File: config.mk
export PLATFORM = sky130hd
export DESIGN_NAME = miss_ctrl
export DESIGN_NICKNAME = d
export VERILOG_FILES = /design/src/icache_pkg.sv /design/src/miss_ctrl.sv
export SDC_FILE = /design/constraint.sdc
export NUM_CORES = 1
export LEC_CHECK = 0
export ABC_AREA = 1
export BUFFER_PORTS_ARGS = -buffer_cell sky130_fd_sc_hd__buf_2
export CAP_MARGIN = 20
export CORE_AREA = 2 2 422 424
export DETAILED_ROUTE_END_ITERATION = 12
export DIE_AREA = 0 0 424 426
export SYNTH_ARGS = -nofsm -noshare
export SYNTH_HDL_FRONTEND = slang
export SYNTH_SLANG_ARGS = --single-unit
File: constraint.sdc
create_clock -name clk -period 14.4 [get_ports clk]
set_input_delay 0.72 -clock clk [delete_from_list [all_inputs] [get_ports clk]]
set_output_delay 0.72 -clock clk [all_outputs]
set_load 0.1 [all_outputs]
File: src/icache_pkg.sv
package icache_pkg;

    ////////////////////////////////////////////////////////////////////////////
    // cache geometry
    ////////////////////////////////////////////////////////////////////////////

    localparam int num_ways       = 4;
    localparam int num_sets       = 128;
    localparam int set_bits       = 7;
    localparam int tag_bits       = 20;
    localparam int words_per_line = 8;
    localparam int half_bits      = 128;
    localparam int line_bits      = 256;

    // the refill always uses one fixed AXI read burst
    // WRAP type, eight beats of 4 bytes, id 0, normal unprotected access
    // so arlen, arsize, arburst and the other constant fields are not ports

    ////////////////////////////////////////////////////////////////////////////
    // shared types
    ////////////////////////////////////////////////////////////////////////////

    typedef enum logic [2:0] {
        st_reset,
        st_run,
        st_miss,
        st_refill,
        st_finish,
        st_replay
    } cache_state_t;

    typedef logic [num_ways-1:0] way_mask_t;

    // bit0 picks the pair, bit1 inside ways 0/1, bit2 inside ways 2/3
    typedef logic [2:0] plru_t;

    typedef struct packed {
        logic [set_bits-1:0] set_idx;
        logic                half;
    } lookup_t;

    typedef struct packed {
        way_mask_t           ways;
        logic [set_bits-1:0] set_idx;
        logic [tag_bits-1:0] tag;
        logic                valid;
    } tag_write_t;

    typedef struct packed {
        way_mask_t            ways;
        logic [set_bits-1:0]  set_idx;
        logic [line_bits-1:0] line;
    } data_write_t;

endpackage

File: src/miss_ctrl.sv
`timescale 1ns/1ps

module miss_ctrl
    import icache_pkg::*;
(
    input  logic                               clk,
    input  logic                               rst,
    // cpu side
    input  logic                               req,
    input  lookup_t                            index,
    input  logic [tag_bits-1:0]                tag,
    output logic                               index_ok,
    output logic                               data_ok,
    output logic [half_bits-1:0]               rdata,
    // axi read channel
    output logic [31:0]                        araddr,
    output logic                               arvalid,
    input  logic                               arready,
    input  logic [31:0]                        rdata_bus,
    input  logic                               rvalid,
    input  logic                               rlast,
    output logic                               rready,
    // tag arrays
    output lookup_t                            tag_rd,
    output logic [tag_bits-1:0]                cmp_tag,
    output tag_write_t                         tag_wr,
    input  way_mask_t                          hit,
    // data arrays
    output lookup_t                            data_rd,
    output data_write_t                        data_wr,
    input  logic [num_ways-1:0][half_bits-1:0] half_data
);

    cache_state_t        state;
    logic [set_bits-1:0] reset_cnt;

    // tag stage
    logic    ts_valid;
    lookup_t ts_lookup;

    // data stage
    logic                 ds_valid;
    lookup_t              ds_lookup;
    logic [tag_bits-1:0]  ds_tag;
    way_mask_t            ds_hit;
    logic [half_bits-1:0] ds_data;

    // refill
    way_mask_t                            victim;
    plru_t                                plru [num_sets];
    logic [$clog2(words_per_line)-1:0]    fill_cnt;
    logic [31:0]                          fill_buf [words_per_line];
    logic [line_bits-1:0]                 fill_line;

    logic                 ds_adv;
    logic                 ds_miss;
    logic                 beat;
    logic [half_bits-1:0] hit_half;

    function automatic way_mask_t plru_victim(plru_t t);
        if (!t[0]) begin
            return t[1] ? way_mask_t'(4'b0010) : way_mask_t'(4'b0001);
        end
        return t[2] ? way_mask_t'(4'b1000) : way_mask_t'(4'b0100);
    endfunction

    // point the tree away from the way just filled
    function automatic plru_t plru_fill(plru_t t, way_mask_t w);
        plru_t n;
        case (w)
            4'b0001: n = {t[2], 2'b11};
            4'b0010: n = {t[2], 2'b01};
            4'b0100: n = {1'b1, t[1], 1'b0};
            4'b1000: n = {1'b0, t[1], 1'b0};
            default: n = t;
        endcase
        return n;
    endfunction

    ////////////////////////////////////////////////////////////////////////////
    // cpu handshake
    ////////////////////////////////////////////////////////////////////////////

    assign data_ok  = (state == st_run) && ds_valid && (ds_hit != '0);
    assign ds_miss  = (state == st_run) && ds_valid && (ds_hit == '0);
    assign ds_adv   = (state == st_run) && (!ds_valid || data_ok);
    assign index_ok = req && ds_adv;
    assign rdata    = ds_data;

    // pick the hitting way's half
    always_comb begin
        hit_half = '0;
        for (int w = 0; w < num_ways; w++) begin
            if (hit[w]) begin
                hit_half = hit_half | half_data[w];
            end
        end
    end

    always_ff @(posedge clk) begin
        if (!rst) begin
            ts_valid <= 1'b0;
        end else if (index_ok) begin
            ts_valid <= 1'b1;
        end else if (ds_adv) begin
            ts_valid <= 1'b0;
        end
    end

    always_ff @(posedge clk) begin
        if (index_ok) begin
            ts_lookup <= index;
        end
    end

    // replay refreshes the hit and data of the request that missed
    always_ff @(posedge clk) begin
        if (!rst) begin
            ds_valid <= 1'b0;
            ds_hit   <= '0;
        end else if (ds_adv) begin
            ds_valid <= ts_valid;
            ds_hit   <= ts_valid ? hit : '0;
        end else if (state == st_replay) begin
            ds_hit <= hit;
        end
    end

    always_ff @(posedge clk) begin
        if (ds_adv) begin
            ds_lookup <= ts_lookup;
            ds_tag    <= tag;
            ds_data   <= hit_half;
        end else if (state == st_replay) begin
            ds_data <= hit_half;
        end
    end

    ////////////////////////////////////////////////////////////////////////////
    // state machine and reset sweep
    ////////////////////////////////////////////////////////////////////////////

    always_ff @(posedge clk) begin
        if (!rst) begin
            state <= st_reset;
        end else begin
            case (state)
                st_reset:  state <= (reset_cnt == set_bits'(num_sets - 1)) ? st_run : st_reset;
                st_run:    state <= ds_miss ? st_miss : st_run;
                st_miss:   state <= arready ? st_refill : st_miss;
                st_refill: state <= (beat && rlast) ? st_finish : st_refill;
                st_finish: state <= st_replay;
                st_replay: state <= st_run;
                default:   state <= st_reset;
            endcase
        end
    end

    always_ff @(posedge clk) begin
        if (!rst) begin
            reset_cnt <= '0;
        end else if (state == st_reset) begin
            reset_cnt <= reset_cnt + 1'b1;
        end
    end

    ////////////////////////////////////////////////////////////////////////////
    // victim choice and refill
    ////////////////////////////////////////////////////////////////////////////

    always_ff @(posedge clk) begin
        if (!rst) begin
            victim <= '0;
        end else if (ds_miss) begin
            victim <= plru_victim(plru[ds_lookup.set_idx]);
        end
    end

    // trees cleared by the sweep, touched again only by fills
    always_ff @(posedge clk) begin
        if (state == st_reset) begin
            plru[reset_cnt] <= '0;
        end else if (state == st_finish) begin
            plru[ds_lookup.set_idx] <= plru_fill(plru[ds_lookup.set_idx], victim);
        end
    end

    assign beat = rvalid && rready;

    // wrap burst starts at the requested half
    always_ff @(posedge clk) begin
        if (!rst) begin
            fill_cnt <= '0;
        end else if (ds_miss) begin
            fill_cnt <= {ds_lookup.half, 2'b00};
        end else if (beat) begin
            fill_cnt <= fill_cnt + 1'b1;
        end
    end

    always_ff @(posedge clk) begin
        if (beat) begin
            fill_buf[fill_cnt] <= rdata_bus;
        end
    end

    always_comb begin
        for (int i = 0; i < words_per_line; i++) begin
            fill_line[i*32 +: 32] = fill_buf[i];
        end
    end

    assign araddr  = {ds_tag, ds_lookup.set_idx, ds_lookup.half, 4'b0000};
    assign arvalid = (state == st_miss);
    assign rready  = (state == st_refill);

    ////////////////////////////////////////////////////////////////////////////
    // array access
    ////////////////////////////////////////////////////////////////////////////

    // finish reads the missed set back, replay re-reads the waiting tag stage
    always_comb begin
        tag_rd  = index;
        data_rd = index;
        case (state)
            st_miss, st_refill, st_finish: begin
                tag_rd  = ds_lookup;
                data_rd = ds_lookup;
            end
            st_replay: begin
                tag_rd  = ts_lookup;
                data_rd = ts_lookup;
            end
            default: begin
                tag_rd  = index;
                data_rd = index;
            end
        endcase
    end

    assign cmp_tag = (state == st_replay) ? ds_tag : tag;

    always_comb begin
        tag_wr         = '0;
        tag_wr.set_idx = ds_lookup.set_idx;
        tag_wr.tag     = ds_tag;
        tag_wr.valid   = 1'b1;
        if (state == st_reset) begin
            tag_wr.ways    = '1;
            tag_wr.set_idx = reset_cnt;
            tag_wr.tag     = '0;
            tag_wr.valid   = 1'b0;
        end else if (state == st_finish) begin
            tag_wr.ways = victim;
        end
    end

    assign data_wr.ways    = (state == st_finish) ? victim : '0;
    assign data_wr.set_idx = ds_lookup.set_idx;
    assign data_wr.line    = fill_line;

    // one victim way per fill
    assert property (@(posedge clk) disable iff (!rst)
        (state == st_finish) |-> $onehot(tag_wr.ways))
        else $error("miss_ctrl: fill way mask %b is not one-hot", tag_wr.ways);

    // address held until the slave takes it
    assert property (@(posedge clk) disable iff (!rst)
        (arvalid && !arready) |=> (arvalid && $stable(araddr)))
        else $error("miss_ctrl: araddr changed before arready");

    // beats only land during a refill
    assert property (@(posedge clk) disable iff (!rst)
        (rvalid && rready) |-> (state == st_refill))
        else $error("miss_ctrl: read beat taken outside refill");

endmodule

==> impl_results.rst <==
.. list-table::
   :header-rows: 1

   * - Metric
     - Value
   * - Outcome
     - completed
   * - Final period util
     - 0.3573
   * - Number of gates resized after cts
     - 0
   * - Num CTS Buffers
     - 96
   * - Leakage component of the power
     - 0.01771 uW
   * - Synthesized area per cell
     - 11.49 sq um
   * - I/O pin cnt
     - 1,081
   * - Detail Route Antenna Nets
     - 0
   * - Final worst-path setup slack
     - 9.255 ns
   * - Most common cell type on the critical path
     - nand3_1
   * - Category of the worst setup path capture point
     - register
   * - Number of sinks on the clock net
     - 834
   * - Cells traversed along the worst timing path
     - buf_4, buf_4, nand2_1, nand3_1, nand3_1, nand3_1, nand2_1, nand2_1, nand3_1, nand3_1, nand3_1, a21oi_4, buf_16, buf_4
   * - Routed met2 length
     - 110.6 mm
   * - Measured slew at the worst slew-check pin
     - 1.010 ns
   * - Antenna violations before repair
     - 114
   * - Non-Filler Cell Area, Final
     - 45,660 sq um
   * - Sequential-to-total area share from yosys stat
     - 0.7298
   * - Mapped Area
     - 33,900 sq um
   * - Global-route wire length before repair
     - 304.9 mm
   * - Placer Congestion
     - 1.123
   * - Crit path max-delay cell type
     - buf_4
   * - Pre-CTS setup slack
     - 9.098 ns
   * - Via density per instance
     - 4.694
   * - Total Wirelength
     - 253.0 mm
   * - Cell type group with the largest total delay on the critical path
     - buffers and inverters
   * - Per-cell routed wire length
     - 38.59 um
   * - Max capacitance violation total
     - 0
   * - Via count of the first global-routing pass
     - 27.97k
   * - Overall die area
     - 180,600 sq um
   * - Arrival @ worst endpoint
     - 5.52 ns
   * - Setup-violating endpoint count in the final report
     - 0
   * - DRC
     - 0
   * - Class of the most critical setup path
     - reg -> reg
   * - Cell at the root of the clock tree
     - clkbuf_16
   * - Peak ir drop on the vdd network
     - 0.00009830 V
   * - Maximum clock rate
     - 0.1944 GHz
   * - Class of the worst hold path
     - in -> reg
   * - Worst-case headroom to the max-slew limit
     - 0.3268
   * - Combined global-route utilization of all metal layers
     - 0.2679
   * - Power per cell area
     - 126.7 nW/um^2
   * - Setup crit start kind
     - register
   * - Effective utilization at floorplan
     - 0.1929
   * - Count of yosys warnings during synthesis
     - 0
   * - Worst skew pair latency
     - 0.77 ns
   * - Highest Signal Layer
     - met5
   * - Skew final
     - 0.06493 ns
   * - Data required time of the critical path
     - 14.77 ns
   * - Post-detailed-placement half-perimeter wirelength
     - 209.5 mm
   * - Path depth of the worst reg2reg path
     - 14
   * - Setup repair after global routing missed its margin
     - false
   * - Count of hold buffers inserted by post-cts repair
     - 0
   * - CP Depth
     - 14
   * - Largest driver fanout on the critical path
     - 90
   * - Vert. Die Dim
     - 426 um
   * - Postcts setup bufs
     - 0
   * - Worst hold stages
     - 1
   * - Buf/Inv on CP
     - 4
   * - # nets final
     - 4,577
   * - Tightest hold margin
     - 0.1418 ns
   * - Layout Area Growth over Synthesis
     - 34.66%
   * - Number of synthesized register bits
     - 834
   * - Post-Route Setup TNS
     - 0 ns
   * - H-Tree Depth
     - 3
   * - Row cnt
     - 154
   * - Number of hold violations in the final report
     - 0
   * - Clock tree from TritonCTS
     - done
   * - Final core utilization
     - 0.2598
   * - Met3 wire length
     - 33.62 mm
   * - Count of port buffers added during placement
     - 1,076
   * - Vias post-DR
     - 30.77k
   * - Instance area after placement
     - 41,890 sq um
   * - Largest net degree at the start of global routing
     - 95
   * - Placeable core area
     - 175,700 sq um
   * - Worst stage delay on the critical path
     - 0.85 ns
   * - Gate Count Post-Synth
     - 2,951
   * - Initial detailed-routing violation count
     - 4,308
   * - Maximum buffer depth of the clock tree
     - 3
   * - M1 WL
     - 86.37 mm
   * - Final period demand of the worst path
     - 5.145 ns
   * - Number of distinct library cell variants in the gate-level netlist after synthesis
     - 36
   * - First-pass iteration count of the detailed router
     - 6
   * - Share of final-layout standard cells stronger than drive strength 1
     - 0.3229
   * - Pins Over Slew Limit
     - 0
   * - Clock-pin slew of the registers on the worst-case setup and hold paths
     - 0.07 ns
   * - Total congestion overflow
     - 0
   * - Die boundary width
     - 424 um
cell type report:
cell class	instances	area, sq um
Inverter	86	326.6
Clock inverter	61	783.3
Sequential cell	834	24750
Tap cell	2340	2928
Multi-Input combinational cell	1855	8155
Fill cell	18880	130100
Antenna cell	140	350.3
Clock buffer	119	2601
Timing Repair Buffer	1120	5761
registers in the layout, summed over array words and instances, names as in the netlist, named ones only:
name	count
ts_lookup	8
rdata	128
reset_cnt	7
state	3
plru	384
ds_tag	20
victim	4
fill_buf	256
araddr	8
ds_valid	1
ds_hit	4
fill_cnt	3
ts_valid	1
cells in the final DEF, fill, tap and decap left out, types with 5 or more instances in the layout:
cell	count
clkbuf_8	7
clkinvlp_4	5
nand2_1	1042
nand4_1	136
inv_2	6
nor4_1	6
nor3_1	11
clkinv_1	9
edfxtp_1	804
buf_4	43
o221ai_1	7
clkbuf_16	98
bufinv_16	13
nand3_1	376
clkinv_4	5
clkbuf_1	14
inv_1	78
nor2_4	10
a21oi_1	16
dfxtp_1	27
diode_2	140
clkinv_2	22
buf_2	1072
o21ai_0	42
nor2_1	175
through the flow:
stage	std cells	power, uW
after floorplan	2954	2832
after global placement	6234	3154
after CTS	6414	5779
after global routing	6524	5888
after detailed placement	6234	3154
final	6555	5786
power by group:
| group | internal [uW] | switching (uW) |
|---|---|---|
| Clock | 1530 | 1130 |
| Combinational | 94.1 | 389 |
| Sequential | 2650 | 1.60 |
worst register-to-register path, delay by kind of cell (launching register included):
kind                   cells  cell delay [ns]
flip-flops                 1             0.53
AO/OA/AOI/OAI              1             0.48
AND/OR/NAND/NOR            9             1.13
buffers and inverters      4             2.55
synthesized netlist by cell type, drive strengths merged:
master,instances,area (sq um)
nand2,1043,3915
edfxtp,804,24140
nand3,378,1897
nor2,189,726.9
nand4,136,850.8
clkbuf,102,382.9
inv,85,319.1
buf,77,424.2
o21ai,49,282.8
dfxtp,30,600.6
a21oi,19,95.09
nor3,12,65.06
o221ai,7,61.31
nor4,6,37.54
or2,3,18.77
ha,2,25.02
a211oi,1,7.510
a221oi,1,8.760
a31oi,1,6.260
and3,1,6.260
clkinv,1,3.750
conb,1,3.750
nor3b,1,7.510
o21a,1,7.510
o21bai,1,7.510
worst paths after layout:
| check | start | to | slack, ns |
|---|---|---|---|
| min | tag[9] | ds_tag[9] | 0.14 |
| min reg2reg | ts_lookup[0] | araddr[4] | 0.45 |
| max | register | plru[7][2] | 9.26 |
| max reg2reg | register | plru[7][2] | 9.26 |
cell families (layout without fill, tap and decap cells):
family,Yosys count,count (layout),synth area share
AOI/OAI and AO/OA,80,80,0.01406
and+or+nand+nor,1769,1769,0.2219
other,1,144,0.0001106
DFF,834,834,0.7298
adders and majority gates,2,2,0.0007380
buffers and inverters,265,1386,0.03332
per-layer routing:
metal  GRT usage  vias up
li1            -    12580
met1      0.2835    15370
met2      0.3930     2313
met3      0.1392      490
met4      0.2182       24
met5     0.04392        -
Power figures use the tool's default switching activity.
